### src/hw/fetch_pkg.sv
package fetch_pkg;

  // ####################################################################
  // Widths and word types
  // ####################################################################

  localparam int xlen = 32;                    // Data and address width.

  typedef logic [xlen-1:0] addr_t;             // Fetch address, one word.
  typedef logic [xlen-1:0] inst_t;             // One instruction word.

  // ####################################################################
  // Configuration register map
  // ####################################################################

  typedef logic [1:0] reg_addr_t;              // Register block offset.

  // Bit 0 holds the fetch enable.
  localparam reg_addr_t REG_CTRL     = 2'd0;

  // Writing this register starts a flush toward the stored PC.
  localparam reg_addr_t REG_REDIRECT = 2'd1;

  // Flush busy in bit 31, outstanding request count in the low bits.
  localparam reg_addr_t REG_STATUS   = 2'd2;

endpackage

### src/hw/inst_fifo.sv
`timescale 1ns/1ns

module inst_fifo #(
  parameter int FIFO_DEPTH = 4
) (
  input  logic             i_clk,
  input  logic             i_rst_n,
  input  logic             i_clear,
  input  logic             i_push,
  input  fetch_pkg::addr_t i_push_pc,
  input  fetch_pkg::inst_t i_push_inst,
  input  logic             i_pop,
  output logic             o_empty,
  output logic             o_almost_full,
  output fetch_pkg::addr_t o_pc,
  output fetch_pkg::inst_t o_inst
);
  localparam int COUNT_WIDTH = $clog2(FIFO_DEPTH + 1);
  localparam int PTR_WIDTH   = (FIFO_DEPTH > 1) ? $clog2(FIFO_DEPTH) : 1;

  fetch_pkg::addr_t       pc_mem   [FIFO_DEPTH];
  fetch_pkg::inst_t       inst_mem [FIFO_DEPTH];
  logic [PTR_WIDTH-1:0]   wr_ptr;
  logic [PTR_WIDTH-1:0]   rd_ptr;
  logic [COUNT_WIDTH-1:0] count;
  logic                   do_push;
  logic                   do_pop;

  always_comb begin
    do_push = i_push && !i_clear && (count != COUNT_WIDTH'(FIFO_DEPTH));
    do_pop  = i_pop && !i_clear && !o_empty;
  end

  assign o_empty       = (count == '0);
  assign o_almost_full = (count >= COUNT_WIDTH'(FIFO_DEPTH - 1));   // One slot or fewer left.

  // Storage holds payload only.
  always_ff @(posedge i_clk) begin
    if (do_push) begin
      pc_mem[wr_ptr]   <= i_push_pc;
      inst_mem[wr_ptr] <= i_push_inst;
    end
  end

  assign o_pc   = pc_mem[rd_ptr];
  assign o_inst = inst_mem[rd_ptr];

  // ####################################################################
  // Pointers and occupancy
  // ####################################################################

  always_ff @(posedge i_clk or negedge i_rst_n) begin
    if (!i_rst_n) begin
      wr_ptr <= '0;
      rd_ptr <= '0;
      count  <= '0;
    end else if (i_clear) begin
      wr_ptr <= '0;                                 // Drop everything in one edge.
      rd_ptr <= '0;
      count  <= '0;
    end else begin
      if (do_push) begin
        wr_ptr <= (wr_ptr == PTR_WIDTH'(FIFO_DEPTH - 1)) ? '0 : wr_ptr + 1'b1;
      end
      if (do_pop) begin
        rd_ptr <= (rd_ptr == PTR_WIDTH'(FIFO_DEPTH - 1)) ? '0 : rd_ptr + 1'b1;
      end
      if (do_push && !do_pop) begin
        count <= count + 1'b1;
      end else if (do_pop && !do_push) begin
        count <= count - 1'b1;
      end
    end
  end

endmodule

### src/hw/fetch_stage.sv
`timescale 1ns/1ns

module fetch_stage #(
  parameter int               FIFO_DEPTH = 4,
  parameter fetch_pkg::addr_t INITIAL_PC = 32'h8000_0000
) (
  input  logic                                   i_clk,
  input  logic                                   i_rst_n,
  input  logic                                   i_enable,
  input  logic                                   i_redirect,
  input  fetch_pkg::addr_t                       i_redirect_pc,
  output logic                                   o_flush_busy,
  output logic [$clog2(FIFO_DEPTH + 1)-1:0]      o_outstanding,
  output logic                                   o_bus_req_valid,
  output fetch_pkg::addr_t                       o_bus_addr,
  input  logic                                   i_bus_req_ready,
  input  logic                                   i_bus_rsp_valid,
  input  fetch_pkg::inst_t                       i_bus_rsp_data,
  output logic                                   o_valid,
  output fetch_pkg::addr_t                       o_pc,
  output fetch_pkg::inst_t                       o_inst,
  input  logic                                   i_stall
);
  localparam int COUNT_WIDTH = $clog2(FIFO_DEPTH + 1);

  fetch_pkg::addr_t       req_pc;
  fetch_pkg::addr_t       rsp_pc;
  fetch_pkg::addr_t       target_pc;
  fetch_pkg::addr_t       restart_pc;
  logic                   req_valid;
  logic                   req_ack;
  logic                   req_hold;
  logic                   req_next;
  logic                   issue;
  logic                   flush;
  logic                   flush_busy;
  logic                   flush_done;
  logic [COUNT_WIDTH-1:0] outstanding;
  logic [COUNT_WIDTH-1:0] outstanding_next;
  logic [COUNT_WIDTH-1:0] used;               // Requests issued and not yet taken.
  logic                   fifo_push;
  logic                   fifo_pop;
  logic                   fifo_empty;

  // ####################################################################
  // Flush control
  // ####################################################################

  // Disable behaves like a redirect to the initial PC.
  always_comb begin
    flush      = i_redirect || flush_busy || !i_enable;
    restart_pc = !i_enable ? INITIAL_PC : (i_redirect ? i_redirect_pc : target_pc);
    flush_done = flush && !req_hold && (outstanding_next == '0);
  end

  always_ff @(posedge i_clk or negedge i_rst_n) begin
    if (!i_rst_n) begin
      flush_busy <= 1'b0;
      target_pc  <= INITIAL_PC;
    end else begin
      flush_busy <= flush && !flush_done;         // Ends at once when nothing is in flight.
      if (!i_enable) begin
        target_pc <= INITIAL_PC;
      end else if (i_redirect) begin
        target_pc <= i_redirect_pc;
      end
    end
  end

  // ####################################################################
  // Request side
  // ####################################################################

  always_comb begin
    req_ack  = req_valid && i_bus_req_ready;
    req_hold = req_valid && !i_bus_req_ready;     // Address must stay put.
    req_next = i_enable &&
               (flush ? flush_done : (fifo_pop || (used < COUNT_WIDTH'(FIFO_DEPTH))));
    issue    = req_next && !req_hold;
  end

  always_comb begin
    outstanding_next = outstanding;
    if (req_ack && !i_bus_rsp_valid) begin
      outstanding_next = outstanding + 1'b1;
    end else if (!req_ack && i_bus_rsp_valid) begin
      outstanding_next = outstanding - 1'b1;
    end
  end

  always_ff @(posedge i_clk or negedge i_rst_n) begin
    if (!i_rst_n) begin
      req_valid   <= 1'b0;
      req_pc      <= INITIAL_PC;
      outstanding <= '0;
      used        <= '0;
    end else begin
      outstanding <= outstanding_next;
      if (!req_hold) begin
        req_valid <= req_next;
        if (flush) begin
          req_pc <= restart_pc;
        end else if (req_ack) begin
          req_pc <= req_pc + 32'd4;
        end
      end
      if (flush) begin
        used <= COUNT_WIDTH'(issue);             // FIFO is empty after the flush.
      end else begin
        used <= used + COUNT_WIDTH'(issue) - COUNT_WIDTH'(fifo_pop);
      end
    end
  end

  // ####################################################################
  // Response side
  // ####################################################################

  always_comb begin
    fifo_push = i_bus_rsp_valid && !flush;        // In-flight words are dropped on flush.
    fifo_pop  = o_valid && !i_stall;
  end

  always_ff @(posedge i_clk or negedge i_rst_n) begin
    if (!i_rst_n) begin
      rsp_pc <= INITIAL_PC;
    end else if (flush) begin
      rsp_pc <= restart_pc;
    end else if (fifo_push) begin
      rsp_pc <= rsp_pc + 32'd4;
    end
  end

  inst_fifo #(
    .FIFO_DEPTH (FIFO_DEPTH)
  ) u_inst_fifo (
    .i_clk         (i_clk),
    .i_rst_n       (i_rst_n),
    .i_clear       (flush),
    .i_push        (fifo_push),
    .i_push_pc     (rsp_pc),
    .i_push_inst   (i_bus_rsp_data),
    .i_pop         (fifo_pop),
    .o_empty       (fifo_empty),
    .o_almost_full (),
    .o_pc          (o_pc),
    .o_inst        (o_inst)
  );

  assign o_valid         = !fifo_empty && !flush;
  assign o_bus_req_valid = req_valid;
  assign o_bus_addr      = req_pc;
  assign o_flush_busy    = flush_busy;
  assign o_outstanding   = outstanding;

endmodule

### src/hw/fetch_ctrl_regs.sv
`timescale 1ns/1ns

module fetch_ctrl_regs #(
  parameter int               FIFO_DEPTH = 4,
  parameter fetch_pkg::addr_t INITIAL_PC = 32'h8000_0000
) (
  input  logic                              i_clk,
  input  logic                              i_rst_n,
  input  logic                              i_cfg_we,
  input  fetch_pkg::reg_addr_t              i_cfg_addr,
  input  logic [fetch_pkg::xlen-1:0]        i_cfg_wdata,
  output logic [fetch_pkg::xlen-1:0]        o_cfg_rdata,
  output logic                              o_enable,
  output logic                              o_redirect,
  output fetch_pkg::addr_t                  o_redirect_pc,
  input  logic                              i_flush_busy,
  input  logic [$clog2(FIFO_DEPTH + 1)-1:0] i_outstanding
);
  localparam int COUNT_WIDTH = $clog2(FIFO_DEPTH + 1);

  logic             enable;
  logic             redirect;
  fetch_pkg::addr_t redirect_pc;

  always_ff @(posedge i_clk or negedge i_rst_n) begin
    if (!i_rst_n) begin
      enable      <= 1'b0;
      redirect    <= 1'b0;
      redirect_pc <= INITIAL_PC;
    end else begin
      redirect <= i_cfg_we && (i_cfg_addr == fetch_pkg::REG_REDIRECT);   // One-cycle pulse.
      if (i_cfg_we && (i_cfg_addr == fetch_pkg::REG_CTRL)) begin
        enable <= i_cfg_wdata[0];
      end
      if (i_cfg_we && (i_cfg_addr == fetch_pkg::REG_REDIRECT)) begin
        redirect_pc <= {i_cfg_wdata[fetch_pkg::xlen-1:2], 2'b00};     // Word aligned.
      end
    end
  end

  // Read-back path.
  always_comb begin
    o_cfg_rdata = '0;
    case (i_cfg_addr)
      fetch_pkg::REG_CTRL:     o_cfg_rdata[0] = enable;
      fetch_pkg::REG_REDIRECT: o_cfg_rdata    = redirect_pc;
      fetch_pkg::REG_STATUS: begin
        o_cfg_rdata[fetch_pkg::xlen-1]  = i_flush_busy;
        o_cfg_rdata[COUNT_WIDTH-1:0]    = i_outstanding;
      end
      default:                 o_cfg_rdata = '0;
    endcase
  end

  assign o_enable      = enable;
  assign o_redirect    = redirect;
  assign o_redirect_pc = redirect_pc;

endmodule

### src/hw/fetch_top.sv
`timescale 1ns/1ns

module fetch_top #(
  parameter int               FIFO_DEPTH = 4,
  parameter fetch_pkg::addr_t INITIAL_PC = 32'h8000_0000
) (
  input  logic                       i_clk,
  input  logic                       i_rst_n,
  input  logic                       i_cfg_we,
  input  fetch_pkg::reg_addr_t       i_cfg_addr,
  input  logic [fetch_pkg::xlen-1:0] i_cfg_wdata,
  output logic [fetch_pkg::xlen-1:0] o_cfg_rdata,
  output logic                       o_bus_req_valid,
  output fetch_pkg::addr_t           o_bus_addr,
  input  logic                       i_bus_req_ready,
  input  logic                       i_bus_rsp_valid,
  input  fetch_pkg::inst_t           i_bus_rsp_data,
  output logic                       o_valid,
  output fetch_pkg::addr_t           o_pc,
  output fetch_pkg::inst_t           o_inst,
  input  logic                       i_stall
);
  localparam int COUNT_WIDTH = $clog2(FIFO_DEPTH + 1);

  logic                   enable;
  logic                   redirect;
  fetch_pkg::addr_t       redirect_pc;
  logic                   flush_busy;
  logic [COUNT_WIDTH-1:0] outstanding;

  // ####################################################################
  // Configuration registers
  // ####################################################################

  fetch_ctrl_regs #(
    .FIFO_DEPTH (FIFO_DEPTH),
    .INITIAL_PC (INITIAL_PC)
  ) u_ctrl_regs (
    .i_clk         (i_clk),
    .i_rst_n       (i_rst_n),
    .i_cfg_we      (i_cfg_we),
    .i_cfg_addr    (i_cfg_addr),
    .i_cfg_wdata   (i_cfg_wdata),
    .o_cfg_rdata   (o_cfg_rdata),
    .o_enable      (enable),
    .o_redirect    (redirect),
    .o_redirect_pc (redirect_pc),
    .i_flush_busy  (flush_busy),
    .i_outstanding (outstanding)
  );

  // ####################################################################
  // Fetch pipeline
  // ####################################################################

  fetch_stage #(
    .FIFO_DEPTH (FIFO_DEPTH),
    .INITIAL_PC (INITIAL_PC)
  ) u_fetch_stage (
    .i_clk           (i_clk),
    .i_rst_n         (i_rst_n),
    .i_enable        (enable),
    .i_redirect      (redirect),
    .i_redirect_pc   (redirect_pc),
    .o_flush_busy    (flush_busy),
    .o_outstanding   (outstanding),
    .o_bus_req_valid (o_bus_req_valid),
    .o_bus_addr      (o_bus_addr),
    .i_bus_req_ready (i_bus_req_ready),
    .i_bus_rsp_valid (i_bus_rsp_valid),
    .i_bus_rsp_data  (i_bus_rsp_data),
    .o_valid         (o_valid),
    .o_pc            (o_pc),
    .o_inst          (o_inst),
    .i_stall         (i_stall)
  );

endmodule

### config.mk
export PLATFORM = sky130hd
export DESIGN_NAME = fetch_top
export DESIGN_NICKNAME = d
export VERILOG_FILES = /design/src/hw/fetch_pkg.sv /design/src/hw/inst_fifo.sv /design/src/hw/fetch_stage.sv /design/src/hw/fetch_ctrl_regs.sv /design/src/hw/fetch_top.sv
export SDC_FILE = /design/constraint.sdc
export NUM_CORES = 1
export LEC_CHECK = 0
export BUFFER_PORTS_ARGS = -buffer_cell sky130_fd_sc_hd__buf_2
export CORE_MARGIN = 1
export CORE_UTILIZATION = 45
export CTS_CLUSTER_DIAMETER = 60
export DETAILED_ROUTE_END_ITERATION = 10
export PLACE_DENSITY = 0.75
export SLEW_MARGIN = 10
export SYNTH_ARGS = -nofsm -noshare
export SYNTH_HDL_FRONTEND = slang
export SYNTH_HIERARCHICAL = 1
export SYNTH_SLANG_ARGS = --single-unit
### constraint.sdc
create_clock -name i_clk -period 9.4 [get_ports i_clk]
set_input_delay 1.88 -clock i_clk [delete_from_list [all_inputs] [get_ports i_clk]]
set_output_delay 1.88 -clock i_clk [all_outputs]
set_load 0.1 [all_outputs]
==> results of run 1 <==
[layer usage]
metal | routed length [um] | GRT usage (%) | vias to the layer above | share of wire, %
li1 | - | - | 4531 | -
met1 | 15990 | 26.73 | 5007 | 45
met2 | 16080 | 28.23 | 389 | 45
met3 | 2791 | 4.552 | 72 | 7.8
met4 | 996 | 5.914 | 0 | 2.8
met5 | 0 | 0 | - | 0
[stage by stage]
stage / setup slack (ps) / area [sq um] / hold slack [ps]
detailed placement: 4040 / 18440 / 487.3
floorplan: 3733 / 17070 / 475.8
CTS: 3855 / 19690 / 501.0
finish: 3876 / 19690 / 489.3
global placement: 4092 / 18440 / 464.5
global route: 3646 / 19690 / 514.8
[worst max-delay path, delay by kind of cell, from the launching register on]
family,cells,cell delay (ps)
and+or+nand+nor,2,500
DFF,1,380
buffers and inverters,4,2140
[final timing paths]
path	end	from	slack, ps
max	o_valid	u_ctrl_regs/o_redirect	3880
min	u_fetch_stage/o_bus_addr[1]	u_fetch_stage/o_bus_addr[1]	490
max reg2reg	u_fetch_stage/u_inst_fifo/count[1]	u_ctrl_regs/o_redirect	4460
min reg2reg	u_fetch_stage/o_bus_addr[1]	u_fetch_stage/o_bus_addr[1]	490
max in group asynchronous	u_fetch_stage/u_inst_fifo/rd_ptr[0]	i_rst_n	6590
min in group asynchronous	u_ctrl_regs/o_redirect_pc[10]	i_rst_n	1350
[cell type report]
type | count | area, sq um | share of cell area [%]
multi-input cells | 605 | 5369 | 27.26
well taps | 504 | 630.6 | 3.202
clock inverters | 18 | 115.1 | 0.5845
repair buffers | 211 | 1090 | 5.534
clock buffers | 58 | 1132 | 5.750
inverters | 21 | 78.83 | 0.4003
flip-flops and latches | 399 | 11280 | 57.27
[sequential cells by signal, summed over array words and instances, names as in the netlist, 2 cells and up]
name / cells
u_fetch_stage/target_pc: 32
u_fetch_stage/u_inst_fifo/wr_ptr: 2
u_fetch_stage/o_outstanding: 3
u_fetch_stage/u_inst_fifo/inst_mem: 128
u_fetch_stage/o_bus_addr: 32
u_fetch_stage/rsp_pc: 32
u_fetch_stage/u_inst_fifo/count: 3
u_fetch_stage/u_inst_fifo/rd_ptr: 2
u_ctrl_regs/o_redirect_pc: 30
u_fetch_stage/used: 3
u_fetch_stage/u_inst_fifo/pc_mem: 128
[where the power goes]
part	internal, mW	leakage [nW]	switching, mW
Combinational	0.253	2.71	0.825
Clock	0.870	0.599	0.649
Sequential	2.03	4.20	0.190
[placed cells by master, fill, tap and decap left out, types with 6 or more instances in the layout]
| cell type | count |
|---|---|
| sky130_fd_sc_hd__a41oi_1 | 9 |
| sky130_fd_sc_hd__clkinv_1 | 10 |
| sky130_fd_sc_hd__clkbuf_1 | 15 |
| sky130_fd_sc_hd__nor2b_1 | 32 |
| sky130_fd_sc_hd__mux2i_1 | 35 |
| sky130_fd_sc_hd__edfxtp_1 | 256 |
| sky130_fd_sc_hd__mux2_4 | 29 |
| sky130_fd_sc_hd__nand4_1 | 11 |
| sky130_fd_sc_hd__nor3_1 | 8 |
| sky130_fd_sc_hd__xor2_1 | 11 |
| sky130_fd_sc_hd__a31oi_1 | 15 |
| sky130_fd_sc_hd__a21oi_1 | 55 |
| sky130_fd_sc_hd__buf_4 | 11 |
| sky130_fd_sc_hd__nor3_2 | 9 |
| sky130_fd_sc_hd__inv_1 | 20 |
| sky130_fd_sc_hd__clkbuf_16 | 43 |
| sky130_fd_sc_hd__ha_1 | 14 |
| sky130_fd_sc_hd__dfrtp_1 | 136 |
| sky130_fd_sc_hd__and4_1 | 9 |
| sky130_fd_sc_hd__nand2_1 | 38 |
| sky130_fd_sc_hd__buf_2 | 199 |
| sky130_fd_sc_hd__and2_1 | 37 |
| sky130_fd_sc_hd__mux4_2 | 64 |
| sky130_fd_sc_hd__nand3_1 | 18 |
| sky130_fd_sc_hd__o21ai_0 | 19 |
| sky130_fd_sc_hd__o22a_1 | 19 |
| sky130_fd_sc_hd__o21a_1 | 6 |
| sky130_fd_sc_hd__and3_1 | 12 |
| sky130_fd_sc_hd__nor2_1 | 62 |
| sky130_fd_sc_hd__xnor2_1 | 24 |
==> run_results.csv, run 1 <==
group,metric,value,unit
clocking,postCtsHoldBufs,0,
drt,drt-total-wl,35850,um
clocking,latest_clock_arrival_within_the_worst_skew_pair,540,ps
placed_design,gp_routability_congestion,0.8347,
status,status,"complete, no violations",
power,vdd_drop_max,0.0001492,V
worst_setup_path,critical_path.cell_chain,"buf_4 -> nor3b_2 -> buf_4 -> inv_2 -> nor2_1 -> buf_2",
drt,detail_route.first_pass.iterations,5,
global_route,grt_pass1_vias,10048,
worst_setup_path,critPathLaunchType,"register",
worst_setup_path,worst_path_max_delay_cell,"sky130_fd_sc_hd__buf_4",
synthesis,synthesis.area_per_instance,15.69,sq um
global_route,largest_net_degree_at_the_start_of_global_routing,102,
die,rows,70,
sta,fin_crit,5524,ps
drt,drtIter0Drc,891,
finish,fin_util,53.28,%
clocking,cts_repair_resize_count,0,
drt,remaining_drc_errors,0,
clocking,max_root_sink_buffers,3,
drt,vias_per_cell,5.506,
sta,finalHoldViolCount,0,
synthesis,synth_warnings,6,
global_route,grt_use_total,18.69,%
flow_run,maxCapViolCount,0,
clocking,clkTransAtPathRegs,60,ps
worst_setup_path,critical_path.endpoint_type,"output pin",
worst_setup_path,cp_max_fo,101,
placed_design,dpl.cell_count,1740,
sta,timing.max_slew.rel_slack,29.26,%
hold_path,hp-class,"reg -> reg",
drt,drtAntennaViolNets,0,
hold_path,min_path_cells,2,
sta,rsz0062_at_grt,"false",
sta,clock.fmax,181.0,MHz
global_route,grt.overflow.total,0,
global_route,wire_length_of_the_first_global_routing_pass,56470,um
worst_setup_path,required,7520,ps
placed_design,dp.final_hpwl,22330,um
sta,finalSetupViolations,0,
finish,layout-drive-gt1-share,30.49,%
die,initial_core_util,46.17,%
worst_setup_path,critical-path-max-stage-delay,780,ps
sta,clock_skew,18.26,ps
finish,final-instance-count-excl-fill,1816,
clocking,cts-buffers-inserted,42,
die,die_height,196.7,um
sta,post-route-period-util,58.76,%
clocking,clock-root-buffer,"sky130_fd_sc_hd__clkbuf_16",
power,p_per_area,244.5,mW/mm^2
clocking,tritoncts_clock_tree,"done",
finish,design.final.nets,1368,
power,post-layout-total-power,4.814,mW
clocking,htree_num_levels,2,
drt,wl_per_cell,19.74,um
worst_setup_path,worst-r2r-cell-count,11,
placed_design,port_buffers,200,
die,die-width,196.7,um
worst_setup_path,critical_path.most_common_cell,"sky130_fd_sc_hd__buf_4",
finish,antenna_diode_count,0,
synthesis,synth_cells,1088,
sta,final_max_slew_viol_count,0,
power,power.leakage,7.501,nW
sta,timing_worst_slew_pin_value,1061,ps
clocking,post-cts-setup-buffers,0,
sta,setup_tns,0,ps
die,floorplan.die_area,0.03871,sq mm
worst_setup_path,timing.critical_path.arrival,3640,ps
die,top_level_ports,202,
worst_setup_path,setup.worst_path.class,"reg -> out",
synthesis,post_synth_instance_area,0.01707,sq mm
finish,synthToLayoutAreaGrowth,15.39,%
drt,vias,9999,
global_route,grt_antenna_before_repair,0,
die,coreArea,0.03696,sq mm
clocking,clkSinkCount,399,
finish,fillerInstances,3051,
No activity file was read; power rests on OpenSTA's default activity.
==> inputs of run 2 (changes only) <==
- clock period: 9.4 -> 5.8 ns (I/O delays scaled with it)
==> run_results.csv, run 2 (synthesis gave the netlist of run 1 again) <==
group,metric,value,unit
status,status,"complete, no violations",
sta,finalSetupViolations,0,
drt,detail_route.first_pass.iterations,5,
drt,drtAntennaViolNets,0,
sta,timing_worst_slew_pin_value,988.1,ps
die,initial_core_util,46.17,%
clocking,post-cts-setup-buffers,0,
sta,clock.fmax,252.3,MHz
worst_setup_path,cp_max_fo,41,
clocking,cts-buffers-inserted,43,
global_route,grt_use_total,18.74,%
worst_setup_path,critical_path.cell_chain,"buf_4 -> mux4_2 -> buf_2",
placed_design,post-place-ws,1889,ps
die,rows,70,
die,top_level_ports,202,
global_route,wire_length_of_the_first_global_routing_pass,56480,um
drt,vias_per_cell,5.449,
worst_setup_path,timing.critical_path.arrival,2800,ps
finish,fillerInstances,3059,
power,vdd_drop_max,0.0002822,V
placed_design,port_buffers,200,
sta,crit_path_setup_slack_layout,1836,ps
placed_design,dp.final_hpwl,23310,um
global_route,grt_antenna_before_repair,0,
sta,setup_tns,0,ps
finish,layout_commonest_cell,"sky130_fd_sc_hd__edfxtp_1",
worst_setup_path,setup.worst_path.class,"reg -> out",
global_route,largest_net_degree_at_the_start_of_global_routing,99,
clocking,latest_clock_arrival_within_the_worst_skew_pair,550,ps
power,p_per_area,402.4,mW/mm^2
clocking,clock-root-buffer,"sky130_fd_sc_hd__clkbuf_16",
finish,reg_top3,"u_fetch_stage/u_inst_fifo/inst_mem x128, u_fetch_stage/u_inst_fifo/pc_mem x128",
finish,most_used_cells_in_the_layout_excluding_fill_and_tap_cells,"256 x sky130_fd_sc_hd__edfxtp_1, 199 x sky130_fd_sc_hd__buf_2, 136 x sky130_fd_sc_hd__dfrtp_1, 64 x sky130_fd_sc_hd__mux4_2, 62 x sky130_fd_sc_hd__nor2_1",
finish,design.final.nets,1374,
sta,clock_skew,16.92,ps
clocking,htree_num_levels,2,
placed_design,placed_cell_area,0.01848,sq mm
flow_run,maxCapViolCount,0,
finish,layout-drive-gt1-share,31.84,%
clocking,clkTransAtPathRegs,60,ps
finish,synthToLayoutAreaGrowth,16.30,%
worst_setup_path,critical-path-max-stage-delay,830,ps
worst_setup_path,worst_path_max_delay_cell,"sky130_fd_sc_hd__dfrtp_2",
sta,post-route-period-util,68.34,%
sta,rsz0062_at_grt,"false",
sta,timing.max_slew.rel_slack,34.13,%
finish,antenna_diode_count,0,
die,floorplan.die_area,0.03871,sq mm
worst_setup_path,critPathLaunchType,"register",
worst_setup_path,critical_path.endpoint_type,"output pin",
drt,wl_per_cell,19.74,um
sta,fin_crit,3964,ps
sta,final_max_slew_viol_count,0,
die,die_height,196.7,um
die,coreArea,0.03696,sq mm
finish,finalInstanceArea,0.01985,sq mm
clocking,cts_repair_resize_count,0,
drt,remaining_drc_errors,0,
power,power.leakage,7.604,nW
clocking,max_root_sink_buffers,3,
finish,fin_util,53.70,%
hold_path,hp-class,"reg -> reg",
clocking,tritoncts_clock_tree,"done",
clocking,clkSinkCount,399,
global_route,grt.overflow.total,0,
placed_design,gp_routability_congestion,0.8155,
sta,finalHoldViolCount,0,
drt,drt-total-wl,35990,um
worst_setup_path,required,4640,ps
die,die-width,196.7,um
drt,vias,9933,
clocking,postCtsHoldBufs,0,
global_route,grt_pass1_vias,9918,
drt,drtIter0Drc,726,
[run 2: cell count changes in the layout (fill, tap and decap cells not counted)]
cell and delta:
sky130_fd_sc_hd__clkinv_1 -6, sky130_fd_sc_hd__clkbuf_8 +3, sky130_fd_sc_hd__bufinv_16 +2, sky130_fd_sc_hd__nor3_1 +1
sky130_fd_sc_hd__nor3_2 -1, sky130_fd_sc_hd__inv_6 +3, sky130_fd_sc_hd__clkbuf_1 -8, sky130_fd_sc_hd__clkinv_2 +6
sky130_fd_sc_hd__buf_4 +5, sky130_fd_sc_hd__clkinv_4 +2
[run 2: worst paths after layout]
kind | slack, ps | start | cells past startpoint | to
max | 1840 | u_fetch_stage/u_inst_fifo/rd_ptr[1] | 3 | o_pc[28]
min | 490 | u_fetch_stage/o_bus_addr[0] | 2 | u_fetch_stage/o_bus_addr[0]
max reg2reg | 2330 | u_fetch_stage/o_flush_busy | 10 | u_fetch_stage/u_inst_fifo/count[1]
min reg2reg | 490 | u_fetch_stage/o_bus_addr[0] | 2 | u_fetch_stage/o_bus_addr[0]
max in group asynchronous | 4130 | i_rst_n | 2 | u_fetch_stage/u_inst_fifo/rd_ptr[0]
min in group asynchronous | 630 | i_rst_n | 1 | u_fetch_stage/target_pc[23]
[run 2: layout make-up]
class	count	area (sq um)	area share, %
repair buffers	216	1127	5.680
well taps	504	630.6	3.177
clock inverters	25	226.5	1.141
inverters	21	78.83	0.3972
multi-input cells	605	5364	27.03
clock buffers	53	1144	5.762
flip-flops and latches	399	11280	56.82
[run 2: layer usage]
metal	GRT usage, %	vias up	part of all wire, %	wire length, um
li1	-	4545	-	-
met2	28.60	352	45	16110
met5	0	-	0	0
met4	4.881	0	2.0	715
met1	26.82	4983	45	16220
met3	4.791	53	8.2	2938
[run 2: where the power goes]
group,switching [mW],total [mW],internal [mW]
Sequential,0.313,3.60,3.28
Combinational,1.34,1.74,0.409
Clock,1.10,2.65,1.54
[run 2: worst max-delay path, delay by kind of cell (launching register included)]
family                 cells  cell delay (ps)
muxes                      1              340
buffers and inverters      2             1040
DFF                        1              830
[run 2: through the flow]
step / total power [mW] / hold slack, ps / std cells
4_1_cts: 8.054 / 492.9 / 1823
6_report: 7.988 / 488.6 / 1823
3_3_place_gp: 5.345 / 469.2 / 1745
5_1_grt: 8.297 / 533.6 / 1823
2_1_floorplan: 4.956 / 475.8 / 1089
3_5_place_dp: 5.387 / 479.0 / 1745
